File: config.mk
export PLATFORM = sky130hd
export DESIGN_NAME = portFifo
export DESIGN_NICKNAME = d
export VERILOG_FILES = /design/src/hdl/sdramPkg.sv /design/src/hdl/portFifo.sv
export VERILOG_INCLUDE_DIRS = /design/src /design/src/hdl
export SDC_FILE = /design/constraint.sdc
export NUM_CORES = 1
export LEC_CHECK = 0
export ABC_AREA = 1
export BUFFER_PORTS_ARGS = -buffer_cell sky130_fd_sc_hd__buf_2
export CAP_MARGIN = 10
export CORE_ASPECT_RATIO = 0.5
export CORE_UTILIZATION = 30
export CTS_BUF_LIST = sky130_fd_sc_hd__clkbuf_4
export CTS_CLUSTER_DIAMETER = 80
export CTS_CLUSTER_SIZE = 40
export DETAILED_ROUTE_END_ITERATION = 10
export GPL_TIMING_DRIVEN = 0
export MAX_ROUTING_LAYER = met4
export PLACE_DENSITY = 0.55
export SKIP_LAST_GASP = 1
export SLEW_MARGIN = 10
export SYNTH_ARGS = -nofsm -noshare
export SYNTH_HDL_FRONTEND = slang
export SYNTH_SLANG_ARGS = --single-unit
File: constraint.sdc
create_clock -name CLK -period 1.9 [get_ports CLK]
set_input_delay 0.38 -clock CLK [delete_from_list [all_inputs] [get_ports CLK]]
set_output_delay 0.38 -clock CLK [all_outputs]
set_load 0.02 [all_outputs]
File: src/hdl/sdramCtrl_settings.svh
// SDRAM burst controller settings
// Widths, FIFO depth and SDRAM timing shared by the whole controller
`ifndef SDRAMCTRL_SETTINGS_SVH
`define SDRAMCTRL_SETTINGS_SVH

// Data and address widths
`define DSIZE 16 // Data word
`define ASIZE 22 // Word address, bank/row/column from the top
`define ROWW 12
`define COLW 8
`define BANKW 2
`define LENW 4 // Burst length 1..8

// Port FIFOs
`define FIFO_DEPTH 16 // Power of two
`define FIFO_CNTW ($clog2(`FIFO_DEPTH) + 1) // Fill count, holds 0..DEPTH

// SDRAM timing in cycles
`define SC_CL 2 // CAS latency
`define SC_RCD 2 // ACTIVE to READ/WRITE

// Burst length held by every port until its first load
`define RESET_LEN 1

`endif

File: src/hdl/sdramPkg.sv
// SDRAM controller types
// Data word, port load bundle, SDRAM command codes and pin bundle
`include "sdramCtrl_settings.svh"
`default_nettype none

package sdramPkg;

	typedef logic [`DSIZE-1:0] dataWord_t;

	// Load bundle of one host port
	typedef struct packed {
		logic [`ASIZE-1:0] start; // Window start
		logic [`ASIZE-1:0] max; // Window end, pointer wraps here
		logic [`LENW-1:0] length; // Words per burst
	} portCfg_t;

	// {RAS_N, CAS_N, WE_N}
	typedef enum logic [2:0] {
		NOP = 3'b111,
		ACTIVE = 3'b011,
		READ = 3'b101,
		WRITE = 3'b100,
		BURST_TERM = 3'b110,
		PRECHARGE = 3'b010
	} sdrCmd_t;

	// Registered SDRAM pins
	typedef struct packed {
		sdrCmd_t cmd;
		logic [`BANKW-1:0] bank;
		logic [`ROWW-1:0] addr; // Row on ACTIVE, column on READ/WRITE
		logic [1:0] dqm; // Byte masks, active high
	} sdrBus_t;

	// Burst picked by the arbiter
	typedef struct packed {
		logic [`ASIZE-1:0] addr;
		logic [`LENW-1:0] length;
		logic isWrite;
	} burstReq_t;

endpackage

`default_nettype wire

File: src/hdl/portFifo.sv
// Port FIFO
// Single-clock circular buffer between a host port and the burst engine,
// with full and empty flags and a fill count for arbitration
`timescale 1ns/1ps
`include "sdramCtrl_settings.svh"
`default_nettype none

module portFifo (
	input wire logic CLK,
	input wire logic RESET_N,
	input wire logic clear, // Port load, drops all contents
	input wire logic push,
	input wire sdramPkg::dataWord_t pushData,
	input wire logic pop,
	output sdramPkg::dataWord_t popData, // Head word, valid while not empty
	output logic full,
	output logic empty,
	output logic [`FIFO_CNTW-1:0] count
);

	localparam int AW = $clog2(`FIFO_DEPTH);

	sdramPkg::dataWord_t mem [`FIFO_DEPTH];
	logic [AW-1:0] wrPtr; // Next free slot
	logic [AW-1:0] rdPtr; // Head slot

	// Pointers and count
	always_ff @(posedge CLK or negedge RESET_N)
	begin
		if (!RESET_N)
		begin
			wrPtr <= '0;
			rdPtr <= '0;
			count <= '0;
		end
		else if (clear)
		begin
			wrPtr <= '0;
			rdPtr <= '0;
			count <= '0;
		end
		else
		begin
			if (push)
				wrPtr <= wrPtr + 1'b1; // Wraps at depth
			if (pop)
				rdPtr <= rdPtr + 1'b1;
			if (push && !pop)
				count <= count + 1'b1;
			else if (pop && !push)
				count <= count - 1'b1;
		end
	end

	always_ff @(posedge CLK)
	begin
		if (push && !clear)
			mem[wrPtr] <= pushData;
	end

	assign popData = mem[rdPtr]; // Show-ahead
	assign full = (count == `FIFO_DEPTH);
	assign empty = (count == 0);

	// Host and burst engine both respect the flags
	assert property (@(posedge CLK) disable iff (!RESET_N) push |-> !full)
		else $error("push into full port FIFO");
	assert property (@(posedge CLK) disable iff (!RESET_N) pop |-> !empty)
		else $error("pop from empty port FIFO");

endmodule

`default_nettype wire

==> results of run 1 <==
routing by layer:
metal | wire [um] | track usage, %
met1 | 15000 | 23.6
met3 | 2180 | 2.13
met4 | 722 | 3.46
met2 | 15400 | 27.4
met5 | 0 | -
worst max-delay path, delay by kind of cell (launching register included):
kind / cells / cell delay, ps
buffers and inverters: 4 / 550
AND/OR/NAND/NOR: 5 / 450
flip-flops: 1 / 530
layout make-up:
type / count / area [um^2]
Multi-Input combinational cell: 621 / 3110
Inverter: 207 / 786
Clock buffer: 14 / 105
Sequential cell: 269 / 8020
Tap cell: 520 / 651
Clock inverter: 6 / 92.6
Timing Repair Buffer: 91 / 968
Buffer: 52 / 592
Antenna cell: 2 / 5.00
Fill cell: 3645 / 23700
what timing repair did:
item / 4_1_cts / 5_1_grt
setup buffers: 5 / 5
endpoints found under the hold margin: 220 / 4
endpoints found under the setup margin: 34 / 64
pin swaps: 1 / 34
cloned: 0 / 2
resized for setup: 144 / 98
hold buffers: 20 / 1
cells by family after synthesis:
logic type               count (synthesis)
AND/OR/NAND/NOR                        595
AO/OA/AOI/OAI                           15
buffers and inverters                  259
adder cells (fa/ha/maj)                 10
XOR/XNOR                                 1
flip-flops                             269
state kept, by name (all words and copies together) (netlist names):
| signal | cells |
|---|---|
| count | 5 |
| mem | 256 |
| rdPtr | 4 |
| wrPtr | 4 |
through the flow:
| stage | setup slack, ps | power, mW | instance area, um^2 | hold slack, ps |
|---|---|---|---|---|
| floorplan | 54.7 | 7.55 | 11800 | 84.4 |
| global placement | -1180 | 8.07 | 12600 | 306 |
| detailed placement | -537 | 8.11 | 12900 | 314 |
| CTS | -786 | 10.6 | 13800 | 28.5 |
| global route | -842 | 11.1 | 14300 | 25.6 |
| finish | -731 | 10.7 | 14300 | 47.9 |
power by group through the flow:
stage | clock network (mW) | logic [mW] | registers [mW]
2_1_floorplan | 0 | 0.777 | 6.78
3_3_place_gp | 0 | 1.33 | 6.74
3_5_place_dp | 0 | 1.37 | 6.75
4_1_cts | 2.35 | 1.60 | 6.61
5_1_grt | 2.54 | 1.95 | 6.63
6_report | 2.31 | 1.81 | 6.61
placed cells by master (no fill, tap or decap), types with 3 or more instances in the layout:
cell type	synthesis	routed
a21oi_1	7	7
buf_12	0	12
buf_16	0	3
buf_2	35	28
buf_4	2	18
buf_6	0	35
buf_8	0	16
clkbuf_4	0	18
dfrtp_1	13	11
dlygate4sd3_1	0	21
edfxtp_1	256	256
ha_1	9	9
inv_1	205	204
nand2_1	369	346
nand2_2	0	21
nand3_1	198	154
nand3_2	0	42
nor2_1	23	6
nor2_2	0	9
nor2_4	1	9
o21ai_0	6	6
final timing paths:
check / start / to / slack [ps] / cells after the start
setup / recovery: rdPtr[0]$_DFFE_PN0P_ / popData[5] / -730 / 9
min in group CLK: push / wrPtr[3]$_DFFE_PN0P_ / 90 / 3
hold reg to reg: count[3]$_DFFE_PN0P_ / count[3]$_DFFE_PN0P_ / 590 / 2
setup reg to reg: wrPtr[0]$_DFFE_PN0P_ / mem[6][15]$_DFFE_PP_ / 80 / 5
hold / removal: RESET_N / rdPtr[2]$_DFFE_PN0P_ / 50 / 2
max in group asynchronous: RESET_N / wrPtr[3]$_DFFE_PN0P_ / 1450 / 2
==> run metrics, run 1 <==
post-synthesis async set-or-reset flop share=4.83%; IO Pins=between 40 and 50; max_slew headroom=between 60% and 70%; P&R area growth vs syn=21.8%; Fin Clk Skew=175 ps; slowest stage cell, crit path=dfrtp_2; Final WS setup=-731 ps; sw frac=between 20 and 30%; YS warnings=0; Simple-Gate Fraction of Synth Area=21.3%; Crit Path Max Fanout=10; cell area after synthesis=11800 um^2; nets@finish=1285; Worst Path Arrival=2250 ps; drt initial violations=between 800 and 900; Pwr Density=between 700 and 800 nW/um^2; sequential share of power=61.6%; Yosys reg bits=around 270; Pint=7.73 mW; syn avg cell area=10.2 um^2; max incr delay on CP=530 ps; Syn Inst Count=between 1000 and 1500; Distinct cells, synth=22; Max H-tree Level=1; Post-route DRC=0; top-count cell post-synth=nand2_1; root buffer cell=clkbuf_4; leakage power=about 6.0 nW; clock share of power=21.5%; Worst-path clk slew=340 ps; post-route ant nets=0; Worst setup SP type=flop; largest cells by area after synthesis=edfxtp_1 65%, nand2_1 12%, nand3_1 8.4%; mux contribution to synthesized area=0%; gpl congestion=0.851; Final Non-Filler Cells=1782; syn nets=1180; Slew Viols, Final=0; CP Cell Sequence=clkinv_4 -> clkbuf_16 -> buf_12 -> nand2_1 -> nand3_1 -> nand3_1 -> nand3_2 -> nand2_2 -> buf_6; largest family of logic cells by synthesized area=simple AND/OR/NAND/NOR gates; Util after Layout=a little under two fifths; die area=40000 um^2; fin crit share=138%; f_max=around 0.38 GHz; Vias per Instance=4.68; final wirelength=33300 um; # setup viols final=18; Max Cap Violations=0; CP required=1520 ps; gr ovfl total=0; post-synth top area cell=edfxtp_1; Via Count=about 8300; PortBufs=43; Post-synth EDFFs=256; GRT Overall Usage=17.2%; first-pass GRT wire length=49100 um; Synth top cells by count=369 x nand2_1, 256 x edfxtp_1, 205 x inv_1, 198 x nand3_1, 35 x buf_2; final hold vios=0; vias in the first global route=between 7000 and 8000; CTS Buffer Depth=3; post-synthesis adder-cell area fraction=1.13%; Least-Margin Pin Slew=583 ps; initial antenna violation count=2; Seq/Total Area, Yosys=between 60 and 70%; Tmin final=2630 ps; CTS tree=done; crit path kind=flop to output pin; status=finished with violations; crit path capture type=output pin; post-synthesis compound-gate area fraction=less than 1%; Initial Utilization=between 30% and 40%; worst skew pair latency=770 ps; failing checks=setup timing; Synth Flop Type=edfxtp_1; layout cells sized above 1=18.4%; Peak supply drop=470 uV; crit-path most repeated cell=nand3_1; setup_tns=-11530 ps; WL/cell=18.7 um; # clock sinks=269; Core Region=38000 um^2; Hold WC Path Type=input port to async pin; die outline width=282 um; Comb pwr share=16.8%; RSZ-0062 raised after global routing=true; height of the die=142 um; placed insts=1727; TritonRoute pass-1 iters=7; hpwl dp=22200 um; total CTS buffers=12; Yosys top cell area share=around 65%; FP Rows=50; XOR/XNOR Fraction of Synth Area=0.0745%; net switching power=3.01 mW; largest net degree at the start of global routing=41
(Power assumes the default switching activity.)
==> run 2, diff against run 1 <==
Settings changed: PLACE_DENSITY 0.55 to 0.46.
==> run metrics, run 2 (synthesis gave the netlist of run 1 again) <==
status=finished with violations; failing checks=setup timing; initial antenna violation count=1; worst skew pair latency=slightly below 800 ps; height of the die=142 um; layout cells sized above 1=roughly 22%; total CTS buffers=13; Fin Clk Skew=146 ps; FILL cells=3716; # clock sinks=269; Final WS setup=-827 ps; first-pass GRT wire length=52200 um; Vias per Instance=around 4.7; max FFs per register=256; nets@finish=1297; Peak supply drop=499 uV; crit path kind=flop to output pin; Via Count=8449; clock share of power=22.8%; Regs by FF count=mem (256), count (5); GRT Overall Usage=a little under a fifth; CP required=1520 ps; placed insts=1727; drt initial violations=approximately 750; Initial Utilization=a little under a third; fin crit share=144%; # setup viols final=18; crit-path most repeated cell=buf_2; Worst-path clk slew=330 ps; sw frac=between 20% and 30%; CTS Buffer Depth=3; crit path capture type=output pin; hpwl dp=between 20000 and 25000 um; f_max=roughly 0.37 GHz; Slew Viols, Final=0; Design Area, Final=14800 um^2; Tmin final=around 2700 ps; CP Cell Sequence=buf_2 -> buf_2 -> nand3_1 -> nand3_4 -> nand2_2 -> buf_6; WL/cell=between 20 and 25 um; Hold WC Path Type=input port to flop; sequential share of power=59.0%; max_slew headroom=53.4%; leakage power=6.20 nW; Max Cap Violations=0; post-route ant nets=0; root buffer cell=clkbuf_4; Comb pwr share=18.2%; slowest stage cell, crit path=buf_2; Max H-tree Level=1; TritonRoute pass-1 iters=6; gr ovfl total=0; RSZ-0062 raised after global routing=true; commonest non-fill, non-tap cells in the layout=345 x nand2_1, 256 x edfxtp_1, 204 x inv_1; placed inst area=12900 um^2; PortBufs=43; gpl congestion=0.837; die area=40000 um^2; Crit Path Max Fanout=10; CTS tree=done; final hold vios=0; Core Region=38000 um^2; FP Rows=50; Pint=7.86 mW; Least-Margin Pin Slew=697 ps; Placement Setup Slack=-743 ps; Post-route DRC=0; total chip power=11.2 mW; setup_tns=-12780 ps; IO Pins=44; largest net degree at the start of global routing=41; vias in the first global route=7683; net switching power=3.34 mW; Pwr Density=756 nW/um^2; die outline width=282 um; max incr delay on CP=440 ps; Final Non-Filler Cells=~1800; commonest non-fill, non-tap cell in the layout=nand2_1; Worst Path Arrival=2350 ps; final wirelength=approximately 37000 um; Worst setup SP type=flop; P&R area growth vs syn=26.1%; most flop-heavy register=mem
-- run 2: path summary, 6_finish.rpt --
path | from | end | slack, ps | cells after the start
setup reg to reg | wrPtr[0]$_DFFE_PN0P_ | mem[4][12]$_DFFE_PP_ | 50 | 5
hold reg to reg | count[4]$_DFFE_PN0P_ | count[4]$_DFFE_PN0P_ | 610 | 2
hold / removal | push | wrPtr[2]$_DFFE_PN0P_ | 430 | 4
max in group asynchronous | RESET_N | count[0]$_DFFE_PN0P_ | 710 | 3
setup / recovery | rdPtr[2]$_DFFE_PN0P_ | popData[3] | -830 | 6
min in group asynchronous | RESET_N | wrPtr[3]$_DFFE_PN0P_ | 670 | 3
-- run 2: what timing repair did --
action / 4_1_cts / 5_1_grt
buffers inserted: 8 / 13
hold buffers: 22 / 0
hold endpoints to repair: 274 / 0
cloned: 0 / 2
endpoints found under the setup margin: 73 / 90
gates resized for setup: 146 / 182
pin swaps: 5 / 53
-- run 2: area by class of cell --
type                       count  area [um^2]  share of cell area (%)
timing repair buffer         103         1050                    7.10
buffer                        51          639                    4.31
clock buffer                  13         97.6                   0.658
inverter                     207          786                    5.30
clock inverter                 7          138                   0.929
tap                          520          651                    4.39
multi-input combinational    621         3440                    23.2
sequential                   269         8020                    54.1
antenna                        1         2.50                  0.0169
-- run 2: stage by stage --
step	utilization (%)	hold slack, ps
after floorplan	-	84.4
after global placement	33.2	295
after detailed placement	34.0	304
after CTS	36.5	375
after global routing	39.0	372
final	39.0	426
-- run 2: worst max-delay path, delay by kind of cell, from the launching register on --
family        cells  cell delay [ps]
flops             1              410
simple gates      3              420
buf+inv           3              770
-- run 2: metal layers --
layer,up-vias,global-route usage (%),routed length (um)
li1,3929,-,-
met1,4244,26.2,17000
met2,250,29.1,17100
met3,26,3.37,2430
met4,0,3.12,574
met5,-,-,0
-- run 2: power by group through the flow --
stage | sequential [mW] | combinational [mW] | clock (mW)
6_report | 6.61 | 2.04 | 2.56
2_1_floorplan | 6.78 | 0.777 | 0
3_5_place_dp | 6.75 | 1.45 | 0
4_1_cts | 6.60 | 1.70 | 2.64
5_1_grt | 6.62 | 2.18 | 2.84
3_3_place_gp | 6.74 | 1.41 | 0
