--- config.mk ---
export PLATFORM = sky130hd
export DESIGN_NAME = burstAddress
export DESIGN_NICKNAME = d
export VERILOG_FILES = /design/src/hdl/sdramPkg.sv /design/src/hdl/burstAddress.sv
export VERILOG_INCLUDE_DIRS = /design/src /design/src/hdl
export SDC_FILE = /design/constraint.sdc
export NUM_CORES = 1
export LEC_CHECK = 0
export ABC_CLOCK_PERIOD_IN_PS = 4100
export CELL_PAD_IN_SITES_DETAIL_PLACEMENT = 0
export CELL_PAD_IN_SITES_GLOBAL_PLACEMENT = 1
export CORE_MARGIN = 3
export CORE_UTILIZATION = 44
export DETAILED_ROUTE_END_ITERATION = 8
export DONT_BUFFER_PORTS = 1
export PLACE_DENSITY = 0.74
export SLEW_MARGIN = 20
export SYNTH_ARGS = -nofsm -noshare
export SYNTH_HDL_FRONTEND = slang
export SYNTH_SLANG_ARGS = --single-unit
--- constraint.sdc ---
create_clock -name CLK -period 4.1 [get_ports CLK]
set_input_delay 0.205 -clock CLK [delete_from_list [all_inputs] [get_ports CLK]]
set_output_delay 0.205 -clock CLK [all_outputs]
set_load 0.02 [all_outputs]
--- src/hdl/sdramCtrl_settings.svh ---
// SDRAM burst controller settings
// Widths, FIFO depth and SDRAM timing shared by the whole controller
`ifndef SDRAMCTRL_SETTINGS_SVH
`define SDRAMCTRL_SETTINGS_SVH

// Data and address widths
`define DSIZE 16 // Data word
`define ASIZE 22 // Word address, bank/row/column from the top
`define ROWW 12
`define COLW 8
`define BANKW 2
`define LENW 4 // Burst length 1..8

// Port FIFOs
`define FIFO_DEPTH 16 // Power of two
`define FIFO_CNTW ($clog2(`FIFO_DEPTH) + 1) // Fill count, holds 0..DEPTH

// SDRAM timing in cycles
`define SC_CL 2 // CAS latency
`define SC_RCD 2 // ACTIVE to READ/WRITE

// Burst length held by every port until its first load
`define RESET_LEN 1

`endif

--- src/hdl/sdramPkg.sv ---
// SDRAM controller types
// Data word, port load bundle, SDRAM command codes and pin bundle
`include "sdramCtrl_settings.svh"
`default_nettype none

package sdramPkg;

	typedef logic [`DSIZE-1:0] dataWord_t;

	// Load bundle of one host port
	typedef struct packed {
		logic [`ASIZE-1:0] start; // Window start
		logic [`ASIZE-1:0] max; // Window end, pointer wraps here
		logic [`LENW-1:0] length; // Words per burst
	} portCfg_t;

	// {RAS_N, CAS_N, WE_N}
	typedef enum logic [2:0] {
		NOP = 3'b111,
		ACTIVE = 3'b011,
		READ = 3'b101,
		WRITE = 3'b100,
		BURST_TERM = 3'b110,
		PRECHARGE = 3'b010
	} sdrCmd_t;

	// Registered SDRAM pins
	typedef struct packed {
		sdrCmd_t cmd;
		logic [`BANKW-1:0] bank;
		logic [`ROWW-1:0] addr; // Row on ACTIVE, column on READ/WRITE
		logic [1:0] dqm; // Byte masks, active high
	} sdrBus_t;

	// Burst picked by the arbiter
	typedef struct packed {
		logic [`ASIZE-1:0] addr;
		logic [`LENW-1:0] length;
		logic isWrite;
	} burstReq_t;

endpackage

`default_nettype wire

--- src/hdl/burstAddress.sv ---
// Burst address walker
// Per-port SDRAM pointer, advanced by one burst length after each burst
// and wrapped back to the window start at the window end
`timescale 1ns/1ps
`include "sdramCtrl_settings.svh"
`default_nettype none

module burstAddress (
	input wire logic CLK,
	input wire logic RESET_N,
	input wire logic load, // Host reload of the window
	input wire sdramPkg::portCfg_t cfg,
	input wire logic done, // Burst of this port finished
	output logic [`ASIZE-1:0] addr,
	output logic [`LENW-1:0] length
);

	logic [`ASIZE-1:0] ptr;
	logic [`ASIZE-1:0] startAddr; // Start taken at last load
	logic [`ASIZE-1:0] maxAddr;
	logic [`LENW-1:0] len;
	logic [`ASIZE-1:0] nextAddr;

	assign nextAddr = ptr + `ASIZE'(len);

	always_ff @(posedge CLK or negedge RESET_N)
	begin
		if (!RESET_N)
		begin
			ptr <= '0;
			startAddr <= '0;
			maxAddr <= '0;
			len <= `LENW'(`RESET_LEN);
		end
		else if (load) // Load wins over a finishing burst
		begin
			ptr <= cfg.start;
			startAddr <= cfg.start;
			maxAddr <= cfg.max;
			len <= cfg.length;
		end
		else if (done)
			ptr <= (nextAddr >= maxAddr) ? startAddr : nextAddr; // Wrap at window end
	end

	assign addr = ptr;
	assign length = len;

	// Pointer stays inside the window after every step
	assert property (@(posedge CLK) disable iff (!RESET_N)
		done |=> (ptr >= startAddr) && (ptr <= maxAddr))
		else $error("burst pointer left its window");

endmodule

`default_nettype wire

==> results.yml, run 1 <==
floorplan:
  die_h_um: 99.79
  die_x_um: 99.79
  num_rows: 33
  pin_count: 78
  dieArea_um2: 9957
  start_util: 0.4617
  core_area_um2: 8382
logic_synthesis:
  synthArstFlopShare: 1.000
  syn_inst: 382
  ys_top_cells_by_area: "dfrtp_1 (45%), ha_1 (8.4%), mux2_2 (7.6%)"
  ys_seq_area_frac: 0.4530
  synth_nets: 461
  ys.flop_type: "dfrtp_1"
  yosysWarnings: 0
  ys_types: 38
  ys_ff_latch: 70
  netlist.area_leader.share: 0.4462
  syn_area_um2: 3870
  synth_edf_count: 0
  yosys.area.top_type: "dfrtp_1"
  syn_area_per_cell_um2: 10.13
cells_and_area:
  final_area_um2: 4672
  drive_gt1_frac: 0.1296
  layout.nets: 506
  areaGrowthSynthToFinish_pct: 20.72
  final_core_util: 0.5574
  n_fill_cell: 759
  insertedDiodeCount: 0
  multiInputGateArea_um2: 1936
  seqCellArea_um2: 1753
critical_path:
  r2r_setup_slack_ps: 370
  slowest_delay_ps: 500
  cp-end-kind: "flip-flop"
  worstSetupPathDepth: 18
  required_ps: 4290
  r2r_start: "addr[0]"
  crit_family: "adder cells"
  cp.arrival_ps: 3920
  reg2reg_depth: 18
  cp_num_buf_inv: 4
  crit_path_start_kind: "flip-flop"
  worstPathCellList: "ha_1 > inv_1 > fa_1 > nor2b_1 > o31a_1 > buf_4 > buf_4 > nand3_1 > xnor2_1 > ha_1 > a21oi_1 > nand2_1 > a21oi_1 > o21ai_0 > a21oi_4 > buf_4 > mux2i_1 > o21ai_1"
  cp_slowest_cell: "dfrtp_1"
  crit_path_frequent_cell: "buf_4"
  worstPathMaxFanout: 11
  worstReg2RegEnd: "addr[0]"
  critPathKind: "flip-flop to flip-flop"
global_route:
  grt_first_pass_wirelength_um: 15900
  grt_usage: 0.2030
  grt_pass1_vias: 3018
  grt_max_degree: 71
  antenna_found_initial: 0
  grt.overflow.total: 0
clock_tree:
  path_clk_slew_ps: 80
  cts_tree: "done"
  cts_root_buffer: "clkbuf_8"
  cts-buffers-inserted: 9
  h-tree-depth: 3
  clock_latency_ps: 340
  clock_sinks: 70
  clock_path_buffers: 2
timing:
  slew_violations: 0
  finalSetupTns_ps: 0
  slew_headroom: 0.3953
  hold_viol_final: 0
  tightest_slew_ps: 904.8
  finClkSkew_ps: 14.50
  hold_ws_ps: 13.62
  rsz0062_at_grt: "no"
  finalCriticalPeriod_ps: 3729
  fmaxAchievable_mhz: 268.2
  setup_violations: 0
  finalCritPeriodShare: 0.9095
drt:
  wl_per_cell_um: 18.08
  first_pass_iters: 6
  drt_iter0_drc: 74
  via_count: 2995
  drt_wl_total_um: 9709
  vias_per_cell: 5.577
  ant_nets: 0
  route.detailed.drc: 0
pwr:
  intPower_uw: 1419
  powerDensity_nw_per_um2: 447.6
  pwr-share-comb: 0.258
  switching_share: 0.3214
  irDropWorstVdd_mv: 0.2420
  clkPwrFrac: 0.314
  p_sw_uw: 672.0
  power_uw: 2091
  p_leak_uw: 0.002103
  seqPwrFrac: 0.428
placed_design:
  dpl_cell_area_um2: 3985
  dpl.hpwl_um: 6324
  gp_congestion: 0.8439
  port_buffers: 0
hold_path:
  hold_depth: 1
  whs_endpoint: "startAddr[4]"
  worstHoldStart: "cfg[30]"
  hp-class: "primary input to flip-flop"
run_status:
  status: "complete, no violations"
flow_run:
  drv_cap: 0
-- Yosys cell counts, types with 14 or more instances --
master    n
dfrtp_1  69
nand2_1  39
o21ai_0  30
inv_1    29
ha_1     26
mux2_2   26
mux2i_1  22
a21oi_1  19
a22oi_1  18
xnor2_1  18
o21ai_1  17
nand3_1  14
-- cell families after synthesis --
| group | count (synthesis) | synth area share |
|---|---|---|
| AOI/OAI and AO/OA | 94 | 0.1410 |
| muxes | 48 | 0.1326 |
| adders and majority gates | 27 | 0.08923 |
| DFF | 70 | 0.4530 |
| buffers and inverters | 46 | 0.04882 |
| and+or+nand+nor | 78 | 0.09247 |
| xor gates and xnor gates | 19 | 0.04300 |
-- layout by cell type (no fill, tap or decap), drive strengths merged, types with 3 or more instances in the layout --
cell	netlist	layout
nand4	6	6
nand3	14	14
dfrtp	69	69
nor2	6	6
o21ai	47	47
a22oi	18	18
clkbuf	10	13
mux2i	22	22
o22ai	4	4
nand2	39	39
mux2	26	26
inv	29	29
and3	3	3
buf	6	11
a21oi	20	20
xnor2	18	18
ha	26	26
dlygate4sd3	0	39
-- sequential cells by signal, indices dropped and copies added, names as in the netlist --
name,flops
length,4
addr,22
startAddr,22
maxAddr,22
-- worst max-delay path by stage --
| stage | startpoint | endpoint | slack (ps) |
|---|---|---|---|
| 5_1_grt | addr[0] | addr[0] | 60 |
| 2_1_floorplan | length[0] | addr[10] | 740 |
| 4_1_cts | addr[0] | addr[20] | 250 |
| 3_5_place_dp | addr[0] | addr[20] | 290 |
| 6_report | addr[0] | addr[0] | 370 |
| 3_3_place_gp | addr[0] | addr[16] | 260 |
-- power by group through the flow --
stage | Combinational, uW | Clock, uW | Sequential, uW
after floorplan | 390 | 0 | 881
after global placement | 466 | 0 | 906
after detailed placement | 481 | 0 | 908
after CTS | 537 | 670 | 894
after global routing | 612 | 701 | 906
final | 541 | 656 | 895
-- final cells by class --
class                   instances  area share
well taps                     105     0.02812
repair buffers                 50      0.1082
inverters                      30     0.02410
clock buffers                  13     0.03615
multi-input cells             266      0.4143
flip-flops and latches         70      0.3752
clock inverters                 3     0.01393
-- per-layer routing --
layer  vias up  share of wire  track usage  wire (um)
li1       1446              -            -          -
met1      1448           0.47       0.2795       4539
met2        83           0.45       0.3048       4332
met3        18          0.059      0.04795        573
met4         0          0.027      0.09034        263
met5         -              0            0          0
-- stage by stage --
| stage | instances | setup WS [ps] |
|---|---|---|
| finish | 537 | 371.0 |
| global route | 537 | 64.19 |
| CTS | 531 | 253.0 |
| detailed placement | 478 | 290.9 |
| global placement | 478 | 261.7 |
| floorplan | 382 | 736.2 |
-- repair_timing --
| action | 4_1_cts | 5_1_grt |
|---|---|---|
| hold buffers | 37 | 4 |
| resized for setup | 0 | 0 |
| endpoints found under the hold margin | 106 | 4 |
| endpoints found under the setup margin | 0 | 10 |
| setup buffers | 0 | 2 |
Power figures use the tool's default switching activity.
==> inputs of run 2 (changes only) <==
CORE_UTILIZATION = 49   (was 44)
PLACE_DENSITY = 0.81   (was 0.74)
SKIP_CTS_REPAIR_TIMING = 1   (was unset)
==> results.yml, run 2 (same netlist as run 1, synthesis figures left out) <==
clock_tree:
  clock_latency_ps: 350
  h-tree-depth: 3
  cts-buffers-inserted: 9
  path_clk_slew_ps: 70
  cts_root_buffer: "clkbuf_8"
  cts_tree: "done"
  clock_sinks: 70
  clock_path_buffers: 2
drt:
  ant_nets: 0
  drt_iter0_drc: 170
  first_pass_iters: 4
  route.detailed.drc: 0
  via_count: 2979
  vias_per_cell: 5.729
  drt_wl_total_um: 9571
  wl_per_cell_um: 18.41
floorplan:
  num_rows: 31
  die_h_um: 94.87
  pin_count: 78
  core_area_um2: 7447
  start_util: 0.5197
  dieArea_um2: 9000
  die_x_um: 94.87
hold_path:
  hp-class: "primary input to flip-flop"
global_route:
  grt.overflow.total: 0
  grt_usage: 0.2087
  grt_use_met1: 0.2647
  antenna_found_initial: 0
  grt_use_met3: 0.08606
  grt_first_pass_wirelength_um: 14260
  use_met2: 0.3235
  grt_busiest_layer: "met2"
  grt_pass1_vias: 2897
  grt_max_degree: 94
timing:
  tightest_slew_ps: 834.3
  finalCriticalPeriod_ps: 3872
  setup_violations: 0
  hold_ws_ps: -21.45
  fmaxAchievable_mhz: 258.3
  finClkSkew_ps: 5.028
  slew_headroom: 0.4424
  finalCritPeriodShare: 0.9443
  hold_viol_final: 11
  slew_violations: 0
  fin_ws_ps: 228.5
flow_run:
  drv_cap: 0
critical_path:
  cp_slowest_cell: "dfstp_2"
  cp_num_buf_inv: 3
  crit_family: "compound AO/OA/AOI/OAI gates"
  required_ps: 4300
  slowest_delay_ps: 610
  critPathKind: "flip-flop to flip-flop"
  cp-end-kind: "flip-flop"
  worstPathCellList: "ha_1 > inv_1 > fa_1 > nor2b_1 > o31a_2 > nand3_1 > xnor2_1 > ha_1 > a21oi_1 > nand2_1 > a21oi_1 > o21ai_0 > a21oi_4 > buf_4 > buf_4 > mux2i_1 > o21ai_1"
  worstPathMaxFanout: 9
  cp.arrival_ps: 4070
  crit_path_start_kind: "flip-flop"
cells_and_area:
  multiInputGateArea_um2: 1937
  seqCellArea_um2: 1753
  n_fill_cell: 643
  layout.nets: 497
  drive_gt1_frac: 0.1354
  layout_common_cells: "dfrtp_1 (69), nand2_1 (39), o21ai_0 (30)"
  areaGrowthSynthToFinish_pct: 16.23
  insertedDiodeCount: 0
  final_common_cell: "dfrtp_1"
  final_cells: 520
placed_design:
  gp_congestion: 0.8034
  port_buffers: 0
  dpl.hpwl_um: 6174
  place_ws_ps: 27.37
  place_inst: 472
pwr:
  irDropWorstVdd_mv: 0.2432
  clkPwrFrac: 0.261
  powerDensity_nw_per_um2: 432.5
  p_leak_uw: 0.002033
  switching_share: 0.3343
  pwr-share-comb: 0.279
  p_sw_uw: 650.4
  seqPwrFrac: 0.460
  intPower_uw: 1295
run_status:
  status: "finished, violations left"
  violations: "hold timing"
==> run 2: cell types whose count changed in the layout (fill, tap and decap cells not counted) <==
cell           before  now
buf_12              1    0
buf_4               9   12
bufinv_16           2    0
dlygate4sd3_1      39   28
o31a_1              1    0
o31a_2              0    1
==> run 2: layout make-up <==
cell class / count / area share
inverters: 30 / 0.02503
clock buffers: 13 / 0.03755
well taps: 99 / 0.02754
clock inverters: 1 / 0.001113
repair buffers: 41 / 0.08846
multi-input cells: 266 / 0.4306
flip-flops and latches: 70 / 0.3897
==> run 2: path summary, 6_finish.rpt <==
| kind | startpoint | endpoint | slack (ps) | cells after the start |
|---|---|---|---|---|
| setup / recovery | length[0] | addr[19] | 230 | 17 |
| hold / removal | cfg[10] | maxAddr[6] | -20 | 2 |
| setup reg to reg | length[0] | addr[19] | 230 | 17 |
| hold reg to reg | startAddr[0] | startAddr[0] | 510 | 1 |
| max in group asynchronous | RESET_N | length[0] | 3370 | 2 |
| min in group asynchronous | RESET_N | maxAddr[8] | 400 | 2 |
==> run 2: per-stage QoR <==
step	TNS [ps]	util	instance area [um^2]	total power, uW	hold WS, ps
detailed placement	0	0.5341	3978	1383	-88.19
global placement	0	0.5341	3978	1367	-88.22
floorplan	0	-	3870	1271	-90.59
finish	0	0.6040	4498	1945	-21.45
CTS	-90.56	0.5575	4151	1893	-462.1
global route	-16.67	0.6040	4498	2078	0.4497
==> run 2: metal layers <==
| layer | vias up | share of wire |
|---|---|---|
| li1 | 1419 | - |
| met1 | 1461 | 0.45 |
| met2 | 84 | 0.47 |
| met3 | 15 | 0.071 |
| met4 | 0 | 0.014 |
| met5 | - | 0 |
==> run 2: worst reg2reg max path, delay by kind of cell, from the launching register on <==
family,cells,cell delay [ps]
xor gates and xnor gates,1,260
buffers and inverters,3,360
adders and majority gates,3,900
DFF,1,610
AOI/OAI and AO/OA,6,1050
and+or+nand+nor,3,380
muxes,1,180
==> run 2: power by group through the flow <==
stage                     clock network, uW  logic, uW  registers (uW)
after detailed placement                  0        475             908
after global routing                    552        618             907
after floorplan                           0        390             881
after global placement                    0        460             906
final                                   508        542             895
after CTS                               518        479             896
