### src/hdl/sdramCtrl_settings.svh
// SDRAM burst controller settings
// Widths, FIFO depth and SDRAM timing shared by the whole controller
`ifndef SDRAMCTRL_SETTINGS_SVH
`define SDRAMCTRL_SETTINGS_SVH

// Data and address widths
`define DSIZE 16 // Data word
`define ASIZE 22 // Word address, bank/row/column from the top
`define ROWW 12
`define COLW 8
`define BANKW 2
`define LENW 4 // Burst length 1..8

// Port FIFOs
`define FIFO_DEPTH 16 // Power of two
`define FIFO_CNTW ($clog2(`FIFO_DEPTH) + 1) // Fill count, holds 0..DEPTH

// SDRAM timing in cycles
`define SC_CL 2 // CAS latency
`define SC_RCD 2 // ACTIVE to READ/WRITE

// Burst length held by every port until its first load
`define RESET_LEN 1

`endif

### src/hdl/sdramPkg.sv
// SDRAM controller types
// Data word, port load bundle, SDRAM command codes and pin bundle
`include "sdramCtrl_settings.svh"
`default_nettype none

package sdramPkg;

	typedef logic [`DSIZE-1:0] dataWord_t;

	// Load bundle of one host port
	typedef struct packed {
		logic [`ASIZE-1:0] start; // Window start
		logic [`ASIZE-1:0] max; // Window end, pointer wraps here
		logic [`LENW-1:0] length; // Words per burst
	} portCfg_t;

	// {RAS_N, CAS_N, WE_N}
	typedef enum logic [2:0] {
		NOP = 3'b111,
		ACTIVE = 3'b011,
		READ = 3'b101,
		WRITE = 3'b100,
		BURST_TERM = 3'b110,
		PRECHARGE = 3'b010
	} sdrCmd_t;

	// Registered SDRAM pins
	typedef struct packed {
		sdrCmd_t cmd;
		logic [`BANKW-1:0] bank;
		logic [`ROWW-1:0] addr; // Row on ACTIVE, column on READ/WRITE
		logic [1:0] dqm; // Byte masks, active high
	} sdrBus_t;

	// Burst picked by the arbiter
	typedef struct packed {
		logic [`ASIZE-1:0] addr;
		logic [`LENW-1:0] length;
		logic isWrite;
	} burstReq_t;

endpackage

`default_nettype wire

### src/hdl/burstControl.sv
// Burst controller
// Fixed-priority arbiter over two write and two read ports, and the step
// counter that walks one full-page burst through ACTIVE, READ/WRITE,
// BURST TERMINATE and PRECHARGE
`timescale 1ns/1ps
`include "sdramCtrl_settings.svh"
`default_nettype none

module burstControl (
	input wire logic CLK,
	input wire logic RESET_N,
	input wire logic anyLoad, // Holds off new grants
	input wire logic [1:0][`FIFO_CNTW-1:0] wrCount,
	input wire logic [1:0][`FIFO_CNTW-1:0] rdCount,
	input wire logic [3:0][`ASIZE-1:0] addr, // Port order wr0, wr1, rd0, rd1
	input wire logic [3:0][`LENW-1:0] length,
	output sdramPkg::sdrCmd_t cmd,
	output sdramPkg::burstReq_t req,
	output logic [1:0] wrPop,
	output logic [1:0] rdPush,
	output logic driveDq,
	output logic [3:0] done
);

	localparam int STEPW = `LENW + 2;
	localparam logic [STEPW-1:0] RCD = STEPW'(`SC_RCD);
	localparam logic [STEPW-1:0] CL = STEPW'(`SC_CL);

	logic busy;
	logic [3:0] grant; // One-hot port being served
	logic [STEPW-1:0] step; // 0 is the grant cycle
	logic [STEPW-1:0] len;
	logic [STEPW-1:0] termStep; // BURST_TERM step
	logic [3:0] eligible;
	logic [1:0] pick;
	logic found;
	logic wrWin; // Write data steps
	logic rdWin; // Read capture steps

	// Eligibility per port
	always_comb
	begin
		for (int i = 0; i < 2; i++)
		begin
			eligible[i] = (wrCount[i] >= length[i]) && (length[i] != '0); // Full burst queued
			// Room for a full burst and a nonzero length
			eligible[i+2] = ((`FIFO_DEPTH - rdCount[i]) >= length[i+2]) && (length[i+2] != '0);
		end
	end

	// Lowest index wins
	always_comb
	begin
		pick = '0;
		found = 1'b0;
		for (int i = 3; i >= 0; i--)
		begin
			if (eligible[i])
			begin
				pick = 2'(i);
				found = 1'b1;
			end
		end
	end

	always_ff @(posedge CLK or negedge RESET_N)
	begin
		if (!RESET_N)
		begin
			busy <= 1'b0;
			grant <= '0;
			step <= '0;
			req <= '0;
		end
		else if (!busy)
		begin
			if (found && !anyLoad)
			begin
				busy <= 1'b1;
				grant <= 4'b0001 << pick;
				step <= '0;
				req.addr <= addr[pick];
				req.length <= length[pick];
				req.isWrite <= !pick[1]; // Ports 0 and 1 write
			end
		end
		else if (step == termStep + 2'd2) // Done step then idle
		begin
			busy <= 1'b0;
			grant <= '0;
		end
		else
			step <= step + 1'b1;
	end

	assign len = STEPW'(req.length);
	assign termStep = req.isWrite ? RCD + len : RCD + CL + len;

	// Command per step
	always_comb
	begin
		cmd = sdramPkg::NOP;
		if (busy)
		begin
			if (step == '0)
				cmd = sdramPkg::ACTIVE;
			else if (step == RCD)
				cmd = req.isWrite ? sdramPkg::WRITE : sdramPkg::READ;
			else if (step == termStep)
				cmd = sdramPkg::BURST_TERM;
			else if (step == termStep + 1'b1)
				cmd = sdramPkg::PRECHARGE;
		end
	end

	assign wrWin = busy && req.isWrite && (step >= RCD) && (step < RCD + len);
	// Word on DQ at RCD+CL is captured by the pin stage and pushed a cycle later
	assign rdWin = busy && !req.isWrite && (step > RCD + CL) && (step <= RCD + CL + len);

	assign wrPop = grant[1:0] & {2{wrWin}};
	assign rdPush = grant[3:2] & {2{rdWin}};
	assign driveDq = wrWin;
	assign done = grant & {4{busy && (step == termStep + 2'd2)}};

	// Grant goes to the lowest eligible port only
	assert property (@(posedge CLK) disable iff (!RESET_N)
		(!busy && found && !anyLoad) |=> (grant == $past(eligible & (~eligible + 4'd1))))
		else $error("burst grant is not the first eligible port");
	// Two idle cycles after PRECHARGE before the next ACTIVE
	assert property (@(posedge CLK) disable iff (!RESET_N)
		(cmd == sdramPkg::PRECHARGE) |=> (cmd == sdramPkg::NOP) ##1 (cmd == sdramPkg::NOP))
		else $error("SDRAM command overlaps previous burst");

endmodule

`default_nettype wire

### config.mk
export PLATFORM = sky130hd
export DESIGN_NAME = burstControl
export DESIGN_NICKNAME = d
export VERILOG_FILES = /design/src/hdl/sdramPkg.sv /design/src/hdl/burstControl.sv
export VERILOG_INCLUDE_DIRS = /design/src /design/src/hdl
export SDC_FILE = /design/constraint.sdc
export NUM_CORES = 1
export LEC_CHECK = 0
export BUFFER_PORTS_ARGS = -buffer_cell sky130_fd_sc_hd__buf_2
export CAP_MARGIN = 15
export CORE_MARGIN = 2
export CORE_UTILIZATION = 53
export DETAILED_ROUTE_END_ITERATION = 12
export PLACE_DENSITY = 0.88
export SLEW_MARGIN = 25
export SYNTH_ARGS = -nofsm -noshare
export SYNTH_HDL_FRONTEND = slang
export SYNTH_SLANG_ARGS = --single-unit
### constraint.sdc
create_clock -name CLK -period 7.7 [get_ports CLK]
set_clock_uncertainty 0.15 [all_clocks]
set_input_delay 0.385 -clock CLK [delete_from_list [all_inputs] [get_ports CLK]]
set_output_delay 0.385 -clock CLK [all_outputs]
set_load 0.005 [all_outputs]
==> results of run 1 <==
[path summary, 6_finish.rpt]
kind	start	slack (ps)	end	cells after the start
max	req[0]	3980	done[3]	11
min	RESET_N	40	req[20]	1
max reg2reg	req[0]	4620	grant[0]	9
min reg2reg	req[17]	370	req[17]	2
max in group asynchronous	RESET_N	6820	req[24]	1
min in group CLK	length[1]	280	req[2]	3
[worst max-delay path, cell delays in order, from the launching register on]
cell	delay, ps
dfrtp_1	750
nor2_1	140
a21oi_2	270
inv_1	80
ha_1	290
xnor2_1	130
nand2_1	80
nor4_2	240
nand3_2	230
nor2_1	350
and2_1	200
buf_2	110
[power groups by stage]
stage	clock network [mW]	logic, mW	registers, mW
2_1_floorplan	0	0.670	0.363
3_3_place_gp	0	0.873	0.410
3_5_place_dp	0	0.911	0.411
4_1_cts	0.175	0.917	0.411
5_1_grt	0.184	1.03	0.431
6_report	0.175	0.927	0.418
[state kept, by name (all words and copies together) (netlist names)]
register / cells
grant: 4
req: 27
busy: 1
step: 6
[cell families after synthesis]
logic type                 Yosys count  synth area share, %
muxes                                8                 2.18
and+or+nand+nor                    110                 17.1
buffers and inverters               90                 9.85
DFF                                 38                 24.4
adders and majority gates           34                 10.9
AOI/OAI and AO/OA                  173                 32.9
xor gates and xnor gates            11                 2.66
[layer usage]
metal | part of all wire (%) | global-route usage, % | up-vias
li1 | - | - | 2061
met1 | 40 | 37.8 | 2144
met2 | 50 | 52.8 | 254
met3 | 8.2 | 6.12 | 34
met4 | 2.6 | 11.3 | 0
met5 | 0 | 0 | -
[area by class of cell]
cell class	instances	area share [%]
Timing Repair Buffer	168	17.7
Multi-Input combinational cell	336	53.1
Clock buffer	5	1.42
Inverter	59	4.58
Sequential cell	38	19.7
Clock inverter	3	0.932
Tap cell	99	2.56
[synth_stat cells (all sizes together) (4+ instances only)]
master | number | area, um2
nor2b | 4 | 25.0
buf | 19 | 118
nor3 | 15 | 80.1
mux2i | 7 | 73.8
xnor2 | 8 | 77.6
o211ai | 10 | 75.1
nand3 | 7 | 40.0
inv | 58 | 218
o21ai | 22 | 125
ha | 34 | 425
o221ai | 22 | 193
dfrtp | 38 | 951
a221oi | 6 | 70.1
a21oi | 50 | 254
nand2b | 4 | 25.0
nor4 | 7 | 56.3
nor2 | 13 | 56.3
and3 | 25 | 156
o21a | 7 | 52.6
o311ai | 4 | 35.0
a32oi | 26 | 228
clkbuf | 12 | 45.0
and2 | 4 | 25.0
nand2 | 12 | 45.0
[per-stage QoR]
step	util [%]	hold WS (ps)	area [um2]	setup WS, ps
floorplan	-	-60.6	3900	4830
global placement	65.5	350	4700	4160
detailed placement	65.5	353	4700	4020
CTS	67.1	66.1	4820	4020
global route	67.3	116	4830	3730
finish	67.3	43.6	4830	3980
==> impl_metrics.tcl, run 1 <==
set metrics [dict create \
    portBuffers 165 \
    postCtsSetupBuffers 0 \
    worst_hold_path_type "primary input to asynchronous set/reset pin" \
    viasPerCell 6.35 \
    grt_pass1_vias 4455 \
    drt-total-wl_um 12500 \
    area_growth_pct 23.9 \
    synthCells 464 \
    cts_num_sinks 38 \
    cts_resized 0 \
    combinationalPowerShare_pct 61.0 \
    grt_usage_pct 30.5 \
    critPathArrivalTime_ps 3180 \
    maxClockFrequency_mhz 269 \
    crit_type "flip-flop to output pin" \
    switchingPower_mw 0.729 \
    clock_power_share_pct 11.5 \
    firstDrtPassIters 5 \
    max-cap-violations 0 \
    core.rowCount 31 \
    period_share_pct 48.3 \
    leakagePower_nw 2.41 \
    cts_tree "done" \
    grt_pass1_wl_um 20600 \
    vias 4493 \
    core_um2 7180 \
    final_nets 769 \
    period_minus_slack_ps 3720 \
    finalHoldViolCount 0 \
    status "complete, no violations" \
    drc 0 \
    antenna_found_initial 0 \
    cts_max_path_buffers 2 \
    layout.cells.most_common_list "buf_2, inv_1, a21oi_1, dfrtp_1, ha_1" \
    multi_input_area_um2 2570 \
    grt_setup_unrepaired "false" \
    synthesis.area_um2 3900 \
    tightest_slew_ps 931 \
    final_common_cell "buf_2" \
    grt.overflow.total 0 \
    yosysUniqueCellTypes 70 \
    finalNonFillerCells 708 \
    syn_area_per_cell_um2 8.41 \
    drt_iter0_drc 300 \
    synthArstFlopShare_pct 100 \
    ys_seq_area_share_pct 24.4 \
    finalSetupViolCount 0 \
    grt_max_degree 39 \
    start_util_pct 54.4 \
    maxSlewHeadroom_pct 37.8 \
    fill_cells 596 \
    cts-buffers-inserted 5 \
    ios 166 \
    placed_cells 699 \
    die_w_um 89.8 \
    die_h_um 89.8 \
    gp_congestion 0.889 \
    synth_seq_cells 38 \
    p_total_mw 1.52 \
    ir_drop_v 0.000129 \
    synthFlopType "dfrtp_1" \
    dieArea_um2 8060 \
    dp_hpwl_um 9450 \
    syn-num-nets 625 \
    p_per_area_nw_per_um2 315 \
    fin_setup_tns_ps 0 \
    final_antenna_net_count 0 \
    routedWlPerCell_um 17.7 \
    cell_internal_pwr_mw 0.792 \
    yosys_warnings 0 \
    clockRootBuffer "clkbuf_8" \
    h-tree-depth 2 \
    synth_edf_count 0 \
    crit_path_start_kind "flip-flop" \
    cp.required_ps 7160 \
    p_seq_share_pct 27.5 \
    layout-drive-gt1-share_pct 32.3 \
    cts_hold_buffers 0 \
    clk_pin_slew_ps 90 \
    insertion_delay_ps 300 \
    swShare_pct 47.9 \
    ff_latch_area_um2 951 \
    end_kind "output pin" \
    diodes 0 \
    crit_fanout 18 \
    slew_viol_final 0 \
]
(Power assumes the default switching activity.)
==> run 2: changes to the inputs <==
--- a/config.mk
+++ b/config.mk
@@ -6,12 +6,13 @@
 export SDC_FILE = /design/constraint.sdc
 export NUM_CORES = 1
 export LEC_CHECK = 0
+export ABC_AREA = 1
 export BUFFER_PORTS_ARGS = -buffer_cell sky130_fd_sc_hd__buf_2
 export CAP_MARGIN = 15
 export CORE_MARGIN = 2
-export CORE_UTILIZATION = 53
+export CORE_UTILIZATION = 45
 export DETAILED_ROUTE_END_ITERATION = 12
-export PLACE_DENSITY = 0.88
+export PLACE_DENSITY = 0.78
 export SLEW_MARGIN = 25
 export SYNTH_ARGS = -nofsm -noshare
 export SYNTH_HDL_FRONTEND = slang
==> constraint.sdc (replaced) <==
create_clock -name CLK -period 3 [get_ports CLK]
set_clock_uncertainty 0.15 [all_clocks]
set_input_delay 0.15 -clock CLK [delete_from_list [all_inputs] [get_ports CLK]]
set_output_delay 0.15 -clock CLK [all_outputs]
set_load 0.005 [all_outputs]
==> impl_metrics.tcl, run 2 <==
set metrics [dict create \
    insertion_delay_ps 290 \
    fin_setup_tns_ps 0 \
    regMostFlops "req" \
    path_delay_family "simple AND/OR/NAND/NOR gates" \
    slowest_stage "dfrtp_2" \
    crit_type "flip-flop to output pin" \
    max-cap-violations 0 \
    cts_tree "done" \
    finalHoldViolCount 0 \
    grt.overflow.total 0 \
    slew_viol_final 0 \
    synthFlopType "dfrtp_1" \
    final_antenna_net_count 0 \
    ys_seq_area_share_pct 22.9 \
    routedWlPerCell_um 13.3 \
    h-tree-depth 2 \
    maxSlewHeadroom_pct 41.8 \
    viasPerCell 5.13 \
    grt_setup_unrepaired "false" \
    yosysUniqueCellTypes 35 \
    crit_fanout 7 \
    grt_max_degree 48 \
    drt-total-wl_um 12300 \
    synthesis.area_um2 4160 \
    syn_area_per_cell_um2 6.24 \
    core_um2 9110 \
    worstPathCellList "ha_1, nand2_1, o21ai_2, ha_2, a21oi_1, o21ai_0, nor2_1, nand2_1, nor2_1, nand3_2, nor2_1, buf_2" \
    multi_input_area_um2 2700 \
    tightest_slew_ps 872 \
    period_minus_slack_ps 2820 \
    drt_iter0_drc 195 \
    clockRootBuffer "clkbuf_8" \
    vias 4744 \
    final_common_cell "buf_2" \
    ff_latch_area_um2 953 \
    antenna_found_initial 0 \
    yosys_warnings 0 \
    dp_hpwl_um 9450 \
    netlist.area_leader.share_pct 22.9 \
    p_total_mw 3.74 \
    p_per_area_nw_per_um2 733 \
    synth.area.top_cells "dfrtp_1, nand2_1, ha_1, nand3_1, nor2_1" \
    critPathArrivalTime_ps 2520 \
    drc 0 \
    synth_most_common_cell "nand2_1" \
    crit_path_frequent_cell "nor2_1" \
    end_kind "output pin" \
    ir_drop_v 0.000322 \
    final_nets 976 \
    period_share_pct 94.1 \
    grt_pass1_vias 4388 \
    leakagePower_nw 2.96 \
    layout.cells.most_common_list "buf_2, nand2_1, nor2_1, inv_1, nand3_1" \
    maxClockFrequency_mhz 354 \
    cp.required_ps 2700 \
    gp_congestion 0.952 \
    synth_seq_cells 38 \
    status "complete, no violations" \
    syn-num-nets 827 \
    worst_hold_path_type "primary input to flip-flop" \
    area_growth_pct 22.6 \
    cts_max_path_buffers 2 \
    largest_reg_flops 27 \
    biggestRegsByFlops "req: 27 flops, step: 6 flops, grant: 4 flops" \
    fill_cells 953 \
    cp_num_buf_inv 1 \
    grt_usage_pct 25.1 \
    synthArstFlopShare_pct 100 \
    die_w_um 100 \
    cts_num_sinks 38 \
    cts-buffers-inserted 5 \
    core.rowCount 35 \
    crit_path_start_kind "flip-flop" \
    critPathMaxStageDelay_ps 460 \
    synthCells 666 \
    die_h_um 100 \
    diodes 0 \
    layout-drive-gt1-share_pct 25.3 \
    firstDrtPassIters 5 \
    portBuffers 165 \
    yosysTopAreaCell "dfrtp_1" \
    finalSetupViolCount 0 \
    synthTopCellsByCount "nand2_1, nor2_1, inv_1, nand3_1, dfrtp_1" \
    clk_pin_slew_ps 70 \
    start_util_pct 45.6 \
    synth_edf_count 0 \
    grt_pass1_wl_um 20500 \
    dieArea_um2 10000 \
    ios 166 \
]
[run 2: cell count changes in the layout (fill, tap and decap cells not counted), sizes merged, moves of 9 or more]
| cell | before | now |
|---|---|---|
| nand4 | 2 | 35 |
| o221ai | 22 | 1 |
| a21oi | 50 | 37 |
| o21ai | 22 | 10 |
| inv | 58 | 90 |
| nor2 | 13 | 110 |
| nor3 | 15 | 6 |
| o211ai | 10 | 1 |
| nand2 | 12 | 166 |
| a32oi | 26 | 0 |
| nand3 | 7 | 83 |
| and3 | 25 | 0 |
[run 2: worst register-to-register path: stages, from the launching register on]
cell and delay [ps]:
dfrtp_2 460, ha_1 320, nand2_1 60, o21ai_2 100
ha_2 310, a21oi_1 130, o21ai_0 90, nor2_1 100
nand2_1 60, nor2_1 140, nand3_2 200, buf_4 210
nand3_1 60, o21ai_0 80
[run 2: per-stage QoR]
step	setup WS, ps	hold WS [ps]	cells	util (%)	instance area (um2)
global placement	437	162	917	54.7	4980
detailed placement	384	163	917	54.7	4980
floorplan	690	-296	666	-	4160
finish	176	33.0	925	56.0	5100
CTS	79.4	29.2	924	55.7	5080
global route	0.201	51.5	925	56.0	5100
[run 2: kinds of logic after synthesis]
group | share of synthesized area, %
and+or+nand+nor | 44.1
xor gates and xnor gates | 2.92
AOI/OAI and AO/OA | 7.25
buffers and inverters | 12.6
adders and majority gates | 10.2
DFF | 22.9
[run 2: repair_timing]
item,in CTS,in global routing
setup buffers,0,1
endpoints found under the hold margin,38,0
hold buffers,1,0
gates resized for setup,0,6
endpoints found under the setup margin,0,5
[run 2: where the power goes]
part	switching, mW	internal [mW]	total (mW)
Combinational	1.39	0.955	2.35
Clock	0.174	0.177	0.351
Sequential	0.278	0.759	1.04
[run 2: layout make-up]
class	count	share of cell area, %
multi-input cells	507	52.9
flip-flops and latches	38	18.7
repair buffers	173	17.4
inverters	90	6.63
well taps	111	2.72
clock buffers	6	1.62
[run 2: per-layer routing]
layer	global-route usage [%]	routed length [um]	vias up	part of all wire, %
met5	0	0	-	0
met4	4.00	82	0	0.67
met3	4.60	944	8	7.7
met2	45.4	6160	177	50
met1	31.6	5110	2123	42
li1	-	-	2436	-
[run 2: path summary, 6_finish.rpt]
check / end / cells after the start / slack (ps) / startpoint
min in group asynchronous: req[15] / 2 / 360 / RESET_N
hold / removal: req[7] / 5 / 30 / addr[2]
setup reg to reg: grant[2] / 13 / 400 / req[2]
hold reg to reg: grant[3] / 2 / 370 / grant[3]
setup / recovery: done[3] / 12 / 180 / req[2]
max in group asynchronous: req[3] / 2 / 1740 / RESET_N
==> run 3: changes to the inputs <==
--- a/config.mk
+++ b/config.mk
@@ -13,6 +13,7 @@
 export CORE_UTILIZATION = 45
 export DETAILED_ROUTE_END_ITERATION = 12
 export PLACE_DENSITY = 0.78
+export RECOVER_POWER = 25
 export SLEW_MARGIN = 25
 export SYNTH_ARGS = -nofsm -noshare
 export SYNTH_HDL_FRONTEND = slang
==> impl_metrics.tcl, run 3 (synthesized netlist as in run 2, its figures left out) <==
set metrics [dict create \
    core_um2 9110 \
    drt_iter0_drc 187 \
    p_seq_share_pct 28.0 \
    die_w_um 100 \
    vias 4735 \
    viasPerCell 5.12 \
    place_worst_setup_slack_ps 384 \
    final_nets 976 \
    diodes 0 \
    worst_slack_ps 173 \
    routedWlPerCell_um 13.3 \
    critPathArrivalTime_ps 2530 \
    final_antenna_net_count 0 \
    gp_congestion 0.952 \
    cts-buffers-inserted 5 \
    whs_path_depth 5 \
    grt_usage_pct 25.1 \
    swShare_pct 49.8 \
    cts_num_sinks 38 \
    grt.overflow.total 0 \
    biggestRegsByFlops "req: 27 flops, step: 6 flops, grant: 4 flops" \
    portBuffers 165 \
    cts_tree "done" \
    clockRootBuffer "clkbuf_8" \
    drc 0 \
    period_share_pct 94.2 \
    crit_type "flip-flop to output pin" \
    multi_input_area_um2 2700 \
    layout.cells.most_common_list "nand2_1, buf_2, nor2_1, inv_1, nand3_1" \
    drt-total-wl_um 12300 \
    maxSlewHeadroom_pct -40.6 \
    die_h_um 100 \
    grt_setup_unrepaired "false" \
    ir_drop_v 0.000318 \
    slew_viol_final 39 \
    end_kind "output pin" \
    grt_max_degree 48 \
    switchingPower_mw 1.85 \
    startpoint "req[2]" \
    regMostFlops "req" \
    combinationalPowerShare_pct 62.5 \
    reg2reg_from "req[2]" \
    crit_end "done[3]" \
    start_util_pct 45.6 \
    tightest_slew_ps 2110 \
    clk_pin_slew_ps 70 \
    leakagePower_nw 2.91 \
    r2r_slack_ps 400 \
    layout-drive-gt1-share_pct 23.1 \
    cell_internal_pwr_mw 1.86 \
    grt_pass1_wl_um 20500 \
    dp_hpwl_um 9450 \
    hold_slack_ps 33.2 \
    worst_hold_path_type "primary input to flip-flop" \
    grt_pass1_vias 4388 \
    ff_latch_area_um2 953 \
    finalHoldViolCount 0 \
    clock_power_share_pct 9.4 \
    fill_cells 963 \
    ios 166 \
    finalSetupViolCount 0 \
    insertion_delay_ps 290 \
    p_per_area_nw_per_um2 730 \
    core.rowCount 35 \
    period_minus_slack_ps 2830 \
    fin_setup_tns_ps 0 \
    firstDrtPassIters 5 \
    status "complete, but fails checks" \
    largest_reg_flops 27 \
    final_common_cell "nand2_1" \
    maxClockFrequency_mhz 354 \
    max-cap-violations 1 \
    cts_max_path_buffers 2 \
    crit_path_start_kind "flip-flop" \
    area_growth_pct 22.1 \
    cp.required_ps 2700 \
    antenna_found_initial 0 \
    ff2ff_path_depth 13 \
    dieArea_um2 10000 \
    crit_fanout 7 \
    reg2reg_to "grant[2]" \
    violations "capacitance limit, slew limit" \
    h-tree-depth 2 \
]
[run 3: final cells by class]
type | instances | share of cell area, %
Clock buffer | 6 | 1.63
Timing Repair Buffer | 173 | 17.1
Inverter | 90 | 6.66
Sequential cell | 38 | 18.8
Tap cell | 111 | 2.74
Multi-Input combinational cell | 507 | 53.1
[run 3: critical path: stages, from the launching register on]
cell	delay, ps
dfrtp_2	460
ha_1	320
nand2_1	60
o21ai_2	100
ha_2	310
a21oi_1	130
o21ai_0	90
nor2_1	100
nand2_1	60
nor2_1	150
nand3_2	200
nor2_1	130
buf_2	120
[run 3: stage by stage]
step | total power, mW | instance area, um2 | cells | util, %
floorplan | 2.59 | 4160 | 666 | -
global placement | 3.30 | 4980 | 917 | 54.7
detailed placement | 3.34 | 4980 | 917 | 54.7
CTS | 3.70 | 5080 | 924 | 55.7
global route | 4.12 | 5080 | 925 | 55.7
finish | 3.71 | 5080 | 925 | 55.7
[run 3: worst min path at each step]
stage / to / start / slack [ps]
detailed placement: req[15] / RESET_N / 160
global placement: req[17] / RESET_N / 160
global route: req[22] / addr[17] / 50
finish: req[18] / addr[13] / 30
CTS: req[18] / addr[13] / 30
floorplan: busy / RESET_N / -300
[run 3: power by group through the flow]
stage               Sequential [mW]  Combinational, mW  Clock (mW)
global route                   1.07               2.67       0.372
floorplan                     0.945               1.65           0
detailed placement             1.03               2.31           0
CTS                            1.03               2.32       0.355
global placement               1.03               2.27           0
finish                         1.04               2.32       0.350
[run 3: layer usage]
layer / track usage, % / up-vias / share of wire [%]
li1: - / 2438 / -
met1: 31.6 / 2108 / 42
met2: 45.4 / 181 / 50
met3: 4.60 / 8 / 7.7
met4: 4.00 / 0 / 0.67
met5: 0 / - / 0
[run 3: what timing repair did]
item / in CTS / in global routing
hold buffers: 1 / 0
setup buffers: 0 / 1
endpoints found under the setup margin: 0 / 5
hold endpoints to repair: 38 / 0
resized for setup: 0 / 6
